File: src/rv_core_pkg.sv
package rv_core_pkg;

    localparam int XLEN       = 32;
    localparam int REG_ADDR_W = 5;

    // major opcodes
    localparam logic [6:0] OPC_LOAD   = 7'b0000011;
    localparam logic [6:0] OPC_STORE  = 7'b0100011;
    localparam logic [6:0] OPC_OP     = 7'b0110011;
    localparam logic [6:0] OPC_OP_IMM = 7'b0010011;
    localparam logic [6:0] OPC_BRANCH = 7'b1100011;
    localparam logic [6:0] OPC_JAL    = 7'b1101111;
    localparam logic [6:0] OPC_JALR   = 7'b1100111;

    localparam logic [2:0] F3_ADD_SUB = 3'b000;
    localparam logic [2:0] F3_SLL     = 3'b001;
    localparam logic [2:0] F3_SLT     = 3'b010;
    localparam logic [2:0] F3_SLTU    = 3'b011;
    localparam logic [2:0] F3_XOR     = 3'b100;
    localparam logic [2:0] F3_SRL_SRA = 3'b101;
    localparam logic [2:0] F3_OR      = 3'b110;
    localparam logic [2:0] F3_AND     = 3'b111;
    localparam logic [2:0] F3_LW      = 3'b010;
    localparam logic [2:0] F3_SW      = 3'b010;
    localparam logic [2:0] F3_JALR    = 3'b000;
    localparam logic [2:0] F3_BEQ     = 3'b000;
    localparam logic [2:0] F3_BNE     = 3'b001;
    localparam logic [2:0] F3_BLT     = 3'b100;
    localparam logic [2:0] F3_BGE     = 3'b101;
    localparam logic [2:0] F3_BLTU    = 3'b110;
    localparam logic [2:0] F3_BGEU    = 3'b111;

    localparam logic [6:0] F7_BASE = 7'b0000000;
    localparam logic [6:0] F7_ALT  = 7'b0100000; // sub, sra

    localparam logic [31:0] INST_ECALL = 32'h0000_0073;

    typedef enum logic [3:0] {
        ALU_ADD, ALU_SUB, ALU_AND, ALU_OR, ALU_XOR, ALU_SLL,
        ALU_SRL, ALU_SRA, ALU_SLT, ALU_SLTU, ALU_JALR
    } alu_op_e;

    typedef enum logic [2:0] {
        BR_NONE, BR_BEQ, BR_BNE, BR_BLT, BR_BGE, BR_BLTU, BR_BGEU
    } br_op_e;

    typedef enum logic {OP1_RS1, OP1_PC} op1_sel_e;
    typedef enum logic {OP2_RS2, OP2_IMM} op2_sel_e;
    typedef enum logic [1:0] {WB_ALU, WB_MEM, WB_PC4} wb_sel_e;

    typedef struct packed {
        alu_op_e  alu_op;
        br_op_e   br_op;
        op1_sel_e op1_sel;
        op2_sel_e op2_sel;
        wb_sel_e  wb_sel;
        logic     mem_wen;
        logic     rf_wen;
        logic     jump;
        logic     halt;
    } ctrl_t;

    // no writes, no branch
    localparam ctrl_t CTRL_NOP = '{
        alu_op:  ALU_ADD,
        br_op:   BR_NONE,
        op1_sel: OP1_RS1,
        op2_sel: OP2_RS2,
        wb_sel:  WB_ALU,
        mem_wen: 1'b0,
        rf_wen:  1'b0,
        jump:    1'b0,
        halt:    1'b0
    };

    typedef struct packed {
        logic [XLEN-1:0] addr;
        logic [XLEN-1:0] wdata;
        logic            wen;
    } dbus_t;

endpackage

File: src/rv_core.sv
`timescale 1ns/1ps

module rv_core (
    input  logic                            clk_i,
    input  logic                            rst_n_i,
    output logic [rv_core_pkg::XLEN-1:0]    imem_addr_o,
    input  logic [rv_core_pkg::XLEN-1:0]    imem_inst_i,
    output rv_core_pkg::dbus_t              dbus_o,
    input  logic [rv_core_pkg::XLEN-1:0]    dmem_rdata_i,
    output logic                            halt_o
);
    import rv_core_pkg::*;

    ctrl_t                 ctrl;
    logic [REG_ADDR_W-1:0] rs1_addr;
    logic [REG_ADDR_W-1:0] rs2_addr;
    logic [REG_ADDR_W-1:0] rd_addr;
    logic [XLEN-1:0]       imm;
    logic [XLEN-1:0]       rs1_data;
    logic [XLEN-1:0]       rs2_data;
    logic [XLEN-1:0]       alu_res;
    logic [XLEN-1:0]       wb_data;
    logic [XLEN-1:0]       target;
    logic [XLEN-1:0]       pc;
    logic                  redirect;
    logic                  commit;

    rv_decoder u_decoder (
        .inst_i     (imem_inst_i),
        .ctrl_o     (ctrl),
        .rs1_addr_o (rs1_addr),
        .rs2_addr_o (rs2_addr),
        .rd_addr_o  (rd_addr),
        .imm_o      (imm)
    );

    rv_regfile u_regfile (
        .clk_i    (clk_i),
        .rst_n_i  (rst_n_i),
        .we_i     (ctrl.rf_wen & commit),
        .waddr_i  (rd_addr),
        .wdata_i  (wb_data),
        .raddr1_i (rs1_addr),
        .raddr2_i (rs2_addr),
        .rdata1_o (rs1_data),
        .rdata2_o (rs2_data)
    );

    rv_execute u_execute (
        .ctrl_i      (ctrl),
        .pc_i        (pc),
        .rs1_data_i  (rs1_data),
        .rs2_data_i  (rs2_data),
        .imm_i       (imm),
        .mem_rdata_i (dmem_rdata_i),
        .alu_res_o   (alu_res),
        .wb_data_o   (wb_data),
        .target_o    (target),
        .redirect_o  (redirect)
    );

    rv_pc_unit u_pc_unit (
        .clk_i      (clk_i),
        .rst_n_i    (rst_n_i),
        .redirect_i (redirect),
        .target_i   (target),
        .halt_req_i (ctrl.halt),
        .pc_o       (pc),
        .commit_o   (commit),
        .halt_o     (halt_o)
    );

    assign imem_addr_o  = pc;
    assign dbus_o.addr  = alu_res;
    assign dbus_o.wdata = rs2_data;
    assign dbus_o.wen   = ctrl.mem_wen & commit; // one-cycle strobe

endmodule

File: src/rv_decoder.sv
`timescale 1ns/1ps

module rv_decoder (
    input  logic [31:0]                         inst_i,
    output rv_core_pkg::ctrl_t                  ctrl_o,
    output logic [rv_core_pkg::REG_ADDR_W-1:0]  rs1_addr_o,
    output logic [rv_core_pkg::REG_ADDR_W-1:0]  rs2_addr_o,
    output logic [rv_core_pkg::REG_ADDR_W-1:0]  rd_addr_o,
    output logic [rv_core_pkg::XLEN-1:0]        imm_o
);
    import rv_core_pkg::*;

    logic [6:0]      opcode;
    logic [2:0]      funct3;
    logic [6:0]      funct7;
    logic            is_op;   // register form, else immediate form
    logic            f7_ok;
    logic [XLEN-1:0] imm_i;
    logic [XLEN-1:0] imm_s;
    logic [XLEN-1:0] imm_b;
    logic [XLEN-1:0] imm_j;

    assign opcode = inst_i[6:0];
    assign funct3 = inst_i[14:12];
    assign funct7 = inst_i[31:25];
    assign is_op  = (opcode == OPC_OP);

    assign rs1_addr_o = inst_i[19:15];
    assign rs2_addr_o = inst_i[24:20];
    assign rd_addr_o  = inst_i[11:7];

    assign imm_i = {{20{inst_i[31]}}, inst_i[31:20]};
    assign imm_s = {{20{inst_i[31]}}, inst_i[31:25], inst_i[11:7]};
    assign imm_b = {{20{inst_i[31]}}, inst_i[7], inst_i[30:25], inst_i[11:8], 1'b0};
    assign imm_j = {{12{inst_i[31]}}, inst_i[19:12], inst_i[20], inst_i[30:21], 1'b0};

    always_comb begin
        case (opcode)
            OPC_LOAD, OPC_OP_IMM, OPC_JALR: imm_o = imm_i;
            OPC_STORE:  imm_o = imm_s;
            OPC_BRANCH: imm_o = imm_b;
            OPC_JAL:    imm_o = imm_j;
            default:    imm_o = '0;
        endcase
    end

    always_comb begin
        ctrl_o = CTRL_NOP;
        f7_ok  = 1'b0;
        case (opcode)
            OPC_LOAD: begin
                ctrl_o.op2_sel = OP2_IMM;
                ctrl_o.wb_sel  = WB_MEM;
                ctrl_o.rf_wen  = (funct3 == F3_LW);
            end
            OPC_STORE: begin
                ctrl_o.op2_sel = OP2_IMM;
                ctrl_o.mem_wen = (funct3 == F3_SW);
            end
            OPC_OP, OPC_OP_IMM: begin
                ctrl_o.op2_sel = is_op ? OP2_RS2 : OP2_IMM;
                case (funct3)
                    F3_ADD_SUB: begin
                        ctrl_o.alu_op = (is_op && funct7 == F7_ALT) ? ALU_SUB : ALU_ADD;
                        f7_ok = !is_op || funct7 == F7_BASE || funct7 == F7_ALT;
                    end
                    F3_SLL: begin
                        ctrl_o.alu_op = ALU_SLL;
                        f7_ok = (funct7 == F7_BASE);
                    end
                    F3_SRL_SRA: begin
                        ctrl_o.alu_op = (funct7 == F7_ALT) ? ALU_SRA : ALU_SRL;
                        f7_ok = (funct7 == F7_BASE) || (funct7 == F7_ALT);
                    end
                    F3_SLT:  ctrl_o.alu_op = ALU_SLT;
                    F3_SLTU: ctrl_o.alu_op = ALU_SLTU;
                    F3_XOR:  ctrl_o.alu_op = ALU_XOR;
                    F3_OR:   ctrl_o.alu_op = ALU_OR;
                    F3_AND:  ctrl_o.alu_op = ALU_AND;
                endcase
                // plain logic ops only need funct7 checked in register form
                if (funct3 inside {F3_SLT, F3_SLTU, F3_XOR, F3_OR, F3_AND})
                    f7_ok = !is_op || funct7 == F7_BASE;
                ctrl_o.rf_wen = f7_ok;
            end
            OPC_BRANCH: begin
                case (funct3)
                    F3_BEQ:  ctrl_o.br_op = BR_BEQ;
                    F3_BNE:  ctrl_o.br_op = BR_BNE;
                    F3_BLT:  ctrl_o.br_op = BR_BLT;
                    F3_BGE:  ctrl_o.br_op = BR_BGE;
                    F3_BLTU: ctrl_o.br_op = BR_BLTU;
                    F3_BGEU: ctrl_o.br_op = BR_BGEU;
                    default: ctrl_o.br_op = BR_NONE;
                endcase
            end
            OPC_JAL: begin
                ctrl_o.op1_sel = OP1_PC;
                ctrl_o.op2_sel = OP2_IMM;
                ctrl_o.wb_sel  = WB_PC4;
                ctrl_o.rf_wen  = 1'b1;
                ctrl_o.jump    = 1'b1;
            end
            OPC_JALR: begin
                if (funct3 == F3_JALR) begin
                    ctrl_o.alu_op  = ALU_JALR;
                    ctrl_o.op2_sel = OP2_IMM;
                    ctrl_o.wb_sel  = WB_PC4;
                    ctrl_o.rf_wen  = 1'b1;
                    ctrl_o.jump    = 1'b1;
                end
            end
            default: ctrl_o.halt = (inst_i == INST_ECALL);
        endcase
    end

endmodule

File: src/rv_execute.sv
`timescale 1ns/1ps

module rv_execute (
    input  rv_core_pkg::ctrl_t                  ctrl_i,
    input  logic [rv_core_pkg::XLEN-1:0]        pc_i,
    input  logic [rv_core_pkg::XLEN-1:0]        rs1_data_i,
    input  logic [rv_core_pkg::XLEN-1:0]        rs2_data_i,
    input  logic [rv_core_pkg::XLEN-1:0]        imm_i,
    input  logic [rv_core_pkg::XLEN-1:0]        mem_rdata_i,
    output logic [rv_core_pkg::XLEN-1:0]        alu_res_o,
    output logic [rv_core_pkg::XLEN-1:0]        wb_data_o,
    output logic [rv_core_pkg::XLEN-1:0]        target_o,
    output logic                                redirect_o
);
    import rv_core_pkg::*;

    logic [XLEN-1:0] op1;
    logic [XLEN-1:0] op2;
    logic [XLEN-1:0] sum;
    logic [XLEN-1:0] pc_plus4;
    logic [4:0]      shamt;
    logic            br_taken;

    assign op1   = (ctrl_i.op1_sel == OP1_PC) ? pc_i : rs1_data_i;
    assign op2   = (ctrl_i.op2_sel == OP2_IMM) ? imm_i : rs2_data_i;
    assign shamt = op2[4:0];
    assign sum   = op1 + op2;

    always_comb begin
        case (ctrl_i.alu_op)
            ALU_ADD:  alu_res_o = sum;
            ALU_SUB:  alu_res_o = op1 - op2;
            ALU_AND:  alu_res_o = op1 & op2;
            ALU_OR:   alu_res_o = op1 | op2;
            ALU_XOR:  alu_res_o = op1 ^ op2;
            ALU_SLL:  alu_res_o = op1 << shamt;
            ALU_SRL:  alu_res_o = op1 >> shamt;
            ALU_SRA:  alu_res_o = $unsigned($signed(op1) >>> shamt);
            ALU_SLT:  alu_res_o = {{(XLEN-1){1'b0}}, $signed(op1) < $signed(op2)};
            ALU_SLTU: alu_res_o = {{(XLEN-1){1'b0}}, op1 < op2};
            ALU_JALR: alu_res_o = {sum[XLEN-1:1], 1'b0};
            default:  alu_res_o = '0;
        endcase
    end

    // compare always on the register pair
    always_comb begin
        case (ctrl_i.br_op)
            BR_BEQ:  br_taken = (rs1_data_i == rs2_data_i);
            BR_BNE:  br_taken = (rs1_data_i != rs2_data_i);
            BR_BLT:  br_taken = ($signed(rs1_data_i) < $signed(rs2_data_i));
            BR_BGE:  br_taken = !($signed(rs1_data_i) < $signed(rs2_data_i));
            BR_BLTU: br_taken = (rs1_data_i < rs2_data_i);
            BR_BGEU: br_taken = !(rs1_data_i < rs2_data_i);
            default: br_taken = 1'b0;
        endcase
    end

    assign redirect_o = br_taken | ctrl_i.jump;
    assign target_o   = ctrl_i.jump ? alu_res_o : pc_i + imm_i; // jal adds pc in the alu
    assign pc_plus4   = pc_i + 32'd4;

    always_comb begin
        case (ctrl_i.wb_sel)
            WB_MEM:  wb_data_o = mem_rdata_i;
            WB_PC4:  wb_data_o = pc_plus4; // link value
            default: wb_data_o = alu_res_o;
        endcase
    end

endmodule

File: src/rv_pc_unit.sv
`timescale 1ns/1ps

module rv_pc_unit (
    input  logic                            clk_i,
    input  logic                            rst_n_i,
    input  logic                            redirect_i,
    input  logic [rv_core_pkg::XLEN-1:0]    target_i,
    input  logic                            halt_req_i,
    output logic [rv_core_pkg::XLEN-1:0]    pc_o,
    output logic                            commit_o,
    output logic                            halt_o
);
    import rv_core_pkg::*;

    logic [XLEN-1:0] pc_q;
    logic [XLEN-1:0] pc_next;
    logic            halted_q;

    // ecall keeps pc on itself
    always_comb begin
        if (halt_req_i)
            pc_next = pc_q;
        else if (redirect_i)
            pc_next = target_i;
        else
            pc_next = pc_q + 32'd4;
    end

    always_ff @(posedge clk_i) begin
        if (!rst_n_i) begin
            pc_q     <= '0;
            halted_q <= 1'b0;
        end else if (commit_o) begin
            pc_q <= pc_next;
            if (halt_req_i)
                halted_q <= 1'b1;
        end
    end

    assign commit_o = rst_n_i & ~halted_q; // write enable for rf and dmem
    assign pc_o     = pc_q;
    assign halt_o   = halted_q;

endmodule

File: src/rv_regfile.sv
`timescale 1ns/1ps

module rv_regfile (
    input  logic                                clk_i,
    input  logic                                rst_n_i,
    input  logic                                we_i,
    input  logic [rv_core_pkg::REG_ADDR_W-1:0]  waddr_i,
    input  logic [rv_core_pkg::XLEN-1:0]        wdata_i,
    input  logic [rv_core_pkg::REG_ADDR_W-1:0]  raddr1_i,
    input  logic [rv_core_pkg::REG_ADDR_W-1:0]  raddr2_i,
    output logic [rv_core_pkg::XLEN-1:0]        rdata1_o,
    output logic [rv_core_pkg::XLEN-1:0]        rdata2_o
);
    import rv_core_pkg::*;

    localparam int NREGS = 2 ** REG_ADDR_W;

    logic [XLEN-1:0] regs [1:NREGS-1]; // x0 has no storage

    always_ff @(posedge clk_i) begin
        if (!rst_n_i) begin
            for (int i = 1; i < NREGS; i++) begin
                regs[i] <= '0;
            end
        end else if (we_i && waddr_i != '0) begin
            regs[waddr_i] <= wdata_i;
        end
    end

    assign rdata1_o = (raddr1_i == '0) ? '0 : regs[raddr1_i];
    assign rdata2_o = (raddr2_i == '0) ? '0 : regs[raddr2_i];

endmodule

File: config.mk
export PLATFORM = sky130hd
export DESIGN_NAME = rv_core
export DESIGN_NICKNAME = d
export VERILOG_FILES = /design/src/rv_core_pkg.sv /design/src/rv_core.sv /design/src/rv_decoder.sv /design/src/rv_execute.sv /design/src/rv_pc_unit.sv /design/src/rv_regfile.sv
export SDC_FILE = /design/constraint.sdc
export NUM_CORES = 2
export LEC_CHECK = 0
export ABC_AREA = 1
export BUFFER_PORTS_ARGS = -buffer_cell sky130_fd_sc_hd__buf_2
export CORE_UTILIZATION = 24
export CTS_BUF_LIST = sky130_fd_sc_hd__clkbuf_8 sky130_fd_sc_hd__clkbuf_16
export DETAILED_ROUTE_END_ITERATION = 12
export PLACE_DENSITY = 0.35
export SYNTH_ARGS = -nofsm -noshare
export SYNTH_HDL_FRONTEND = slang
export SYNTH_SLANG_ARGS = --single-unit
File: constraint.sdc
create_clock -name clk_i -period 13.98 [get_ports clk_i]
set_input_delay 4.194 -clock clk_i [delete_from_list [all_inputs] [get_ports clk_i]]
set_output_delay 4.194 -clock clk_i [all_outputs]
set_load 0.1 [all_outputs]
==> results.py <==
metrics = {
    "cells_and_area": {
        "fill_cells": 32355,
        "drive_above_1_share": 0.128,
        "final_net_count": 10166,
        "layout.area.seq_sq_um": 31400,
        "multiInputGateArea_sq_um": 34300,
        "layout_common_cells": "nand2_1, nor2_1, edfxtp_1",
        "layout_commonest_cell": "nand2_1",
        "syn_to_final_growth_pct": 19.3,
    },
    "grt": {
        "grt_antenna_before_repair": 26,
        "grt_pass1_wl_um": 570000,
        "gr-total-overflow": 0,
        "first_global_vias": 69629,
        "grt_usage": 0.270,
        "grt_max_degree": 123,
    },
    "synth": {
        "synthAdderAreaFrac": 0.0293,
        "synth_xor_area_frac": 0.00611,
        "synth-seq-cells": 1057,
        "synth_cell_types": 70,
        "synth_top_family_by_area": "simple AND/OR/NAND/NOR gates",
        "synth-edff-count": 1024,
        "synthArstFlopShare": 0,
        "synthFlopType": "edfxtp_1",
        "yosysTopAreaCellShare": 0.429,
        "synth-simple-area-share": 0.269,
        "syn_inst": 9637,
        "syn-cell-area_sq_um": 71600,
        "synthMuxAreaShare": 0,
        "synth-compound-area-share": 0.165,
        "yosysSeqAreaShare": 0.438,
        "yosysWarnings": 0,
        "avgSynthCellArea_sq_um": 7.43,
        "netlist.top_cell.by_area": "edfxtp_1",
        "synth_area_leaders": "edfxtp_1, nand2_1, nor2_1",
    },
    "cts": {
        "cts_sinks": 1057,
        "cts_root_buffer": "clkbuf_16",
        "clk-insertion-delay-late_ns": 0.85,
        "h-tree-depth": 4,
        "clk_pin_slew_worst_paths_ns": 0.06,
        "numCtsBuffers": 149,
        "hold_buffers": 0,
        "cts_buffer_depth": 4,
        "cts_tree": "built",
    },
    "power_and_ir_drop": {
        "p_leak_nw": 35.4,
        "power_density_nw_per_um2": 136,
        "ir_drop_mv": 0.130,
        "p_total_mw": 11.6,
    },
    "place": {
        "portBuffers": 163,
        "dpl_worst_slack_ns": -0.559,
        "dp.final_hpwl_um": 291000,
        "routabilityCongestion": 0.946,
    },
    "worst_setup_path": {
        "worst_ep_arrival_time_ns": 9.56,
        "r2r-start": "u_regfile.regs[26][31]",
        "required_ns": 9.79,
        "reg2reg_slack_ns": 7.09,
        "r2r_cells": 21,
        "cp_max_fo": 22,
        "reg2reg_to": "u_pc_unit.pc_o[21]",
        "worst_setup_path_end_kind": "output port",
        "crit_type": "input port to output port",
        "crit_path_start_kind": "input port",
    },
    "floorplanning": {
        "die_h_um": 548,
        "ioPinCount": 164,
        "start_util": 0.241,
        "rows": 200,
        "core_area_sq_um": 297000,
        "die_w_um": 548,
        "dieArea_sq_um": 301000,
    },
    "detailed_routing": {
        "drt_iter0_drc": 8187,
        "wl_per_cell_um": 30.0,
        "top_layer": "met5",
        "drc": 0,
        "wl_met1_um": 186000,
        "ant_nets": 0,
        "postRouteWirelength_um": 419000,
        "first_pass_iters": 6,
        "vias": 73159,
        "dr_wl_met2_um": 186000,
        "wl_met3_um": 29700,
        "via_per_inst": 5.23,
    },
    "sta": {
        "final_hold_viol_count": 0,
        "max_freq_ghz": 0.0727,
        "skew_ns": 0.0653,
        "maxSlewViolCount": 0,
        "fin_crit_ns": 13.75,
        "period_share": 0.984,
        "relSlewSlack": 0.164,
        "fin_ws_ns": 0.227,
        "setup_viol": 0,
        "timing.hold.ws_ns": 0.574,
        "worst_pin_slew_ns": 1.25,
    },
    "job": {
        "drv_cap": 0,
    },
    "run_status": {
        "status": "complete, no violations",
    },
    "worst_hold_path": {
        "whs_path_depth": 2,
        "hold_end": "u_pc_unit.pc_o[19]",
        "min_from": "u_pc_unit.pc_o[19]",
        "hold_class": "flop to flop",
    },
}
==> worst max path at each step <==
stage	depth (start not counted)	from	endpoint
final	27	imem_inst_i[20]	dbus_o[52]
after global routing	27	imem_inst_i[2]	dbus_o[60]
after CTS	27	imem_inst_i[2]	dbus_o[60]
after detailed placement	24	imem_inst_i[21]	dbus_o[44]
after floorplan	30	imem_inst_i[20]	dbus_o[64]
after global placement	24	imem_inst_i[21]	dbus_o[44]
==> where the power goes <==
group / leakage, nW / internal (mW) / switching [mW]
Combinational: 22.3 / 1.08 / 3.34
Sequential: 10.9 / 3.61 / 0.0793
Clock: 2.25 / 1.99 / 1.55
==> synth_stat cells, types with 9 or more instances <==
| cell | instances |
|---|---|
| nand2_1 | 1880 |
| nor2_1 | 1635 |
| edfxtp_1 | 1024 |
| nand3_1 | 995 |
| o21ai_0 | 896 |
| inv_1 | 784 |
| a21oi_1 | 694 |
| clkbuf_1 | 358 |
| o211ai_1 | 267 |
| buf_2 | 230 |
| ha_1 | 163 |
| buf_4 | 86 |
| o22ai_1 | 60 |
| buf_1 | 59 |
| nor3_1 | 49 |
| inv_2 | 44 |
| xor2_1 | 43 |
| nand4_1 | 34 |
| dfxtp_1 | 33 |
| o21ai_1 | 29 |
| o21ai_2 | 26 |
| a22oi_1 | 20 |
| or2_2 | 18 |
| nor4_1 | 14 |
| o221ai_1 | 14 |
| a21o_1 | 13 |
| a21boi_0 | 12 |
| a31oi_1 | 12 |
| nand2_2 | 12 |
| nor2_2 | 12 |
| buf_6 | 11 |
| a221oi_1 | 10 |
| o21a_1 | 9 |
==> per-layer routing <==
layer | GRT usage | vias up
met5 | 0 | -
met4 | 0.100 | 4
met1 | 0.370 | 36381
met3 | 0.0418 | 522
met2 | 0.426 | 3188
li1 | - | 33064
==> stage by stage <==
stage	cells	cell area (sq um)	utilization	TNS, ns
final	13986	85500	0.288	0
after CTS	13971	85200	0.287	0
after floorplan	9668	71800	-	0
after detailed placement	13719	80900	0.273	-0.822
after global placement	13719	80900	0.273	-0.856
after global routing	13976	85500	0.288	-0.00625
==> worst max-delay path: stages <==
cell and delay (ns):
buf_12 0.14, inv_12 0.24, buf_4 0.30, nor2_1 0.07
o21ai_0 0.27, o211ai_1 0.31, buf_4 0.25, nand3_2 0.18
nand3_1 0.17, nand2_1 0.09, o21ai_0 0.13, ha_1 0.43
buf_4 0.18, nand2_1 0.11, buf_4 0.16, o31ai_2 0.48
nand2_1 0.11, nand4_1 0.16, o21ai_0 0.10, a21oi_1 0.14
a21boi_2 0.27, buf_4 0.19, nand2_1 0.06, nor2_1 0.23
buf_4 0.17, inv_1 0.03, buf_2 0.28
==> sequential cells by signal, indices dropped and copies added, names as in the netlist <==
name,count
u_regfile.regs,1024
u_pc_unit.halt_o,1
u_pc_unit.pc_o,32
==> layout make-up <==
| type | count | share of cell area |
|---|---|---|
| clock inverter | 98 | 0.00525 |
| multi-input combinational | 7035 | 0.401 |
| clock buffer | 154 | 0.0450 |
| timing repair buffer | 860 | 0.0866 |
| sequential | 1057 | 0.367 |
| antenna | 12 | 0.000351 |
| inverter | 831 | 0.0369 |
| tap | 3939 | 0.0577 |
==> repair_timing <==
action | 4_1_cts | 5_1_grt
pin swaps | 1 | 4
endpoints found under the setup margin | 3 | 16
buffers inserted | 0 | 0
cloned | 0 | 3
resized for setup | 7 | 40
==> cells by family after synthesis <==
family,count (synthesis)
AND/OR/NAND/NOR,4678
XOR/XNOR,50
AO/OA/AOI/OAI,2109
flip-flops,1057
other,1
adder cells (fa/ha/maj),166
buffers and inverters,1576
Note: power is estimated with default switching activity, not from simulation.
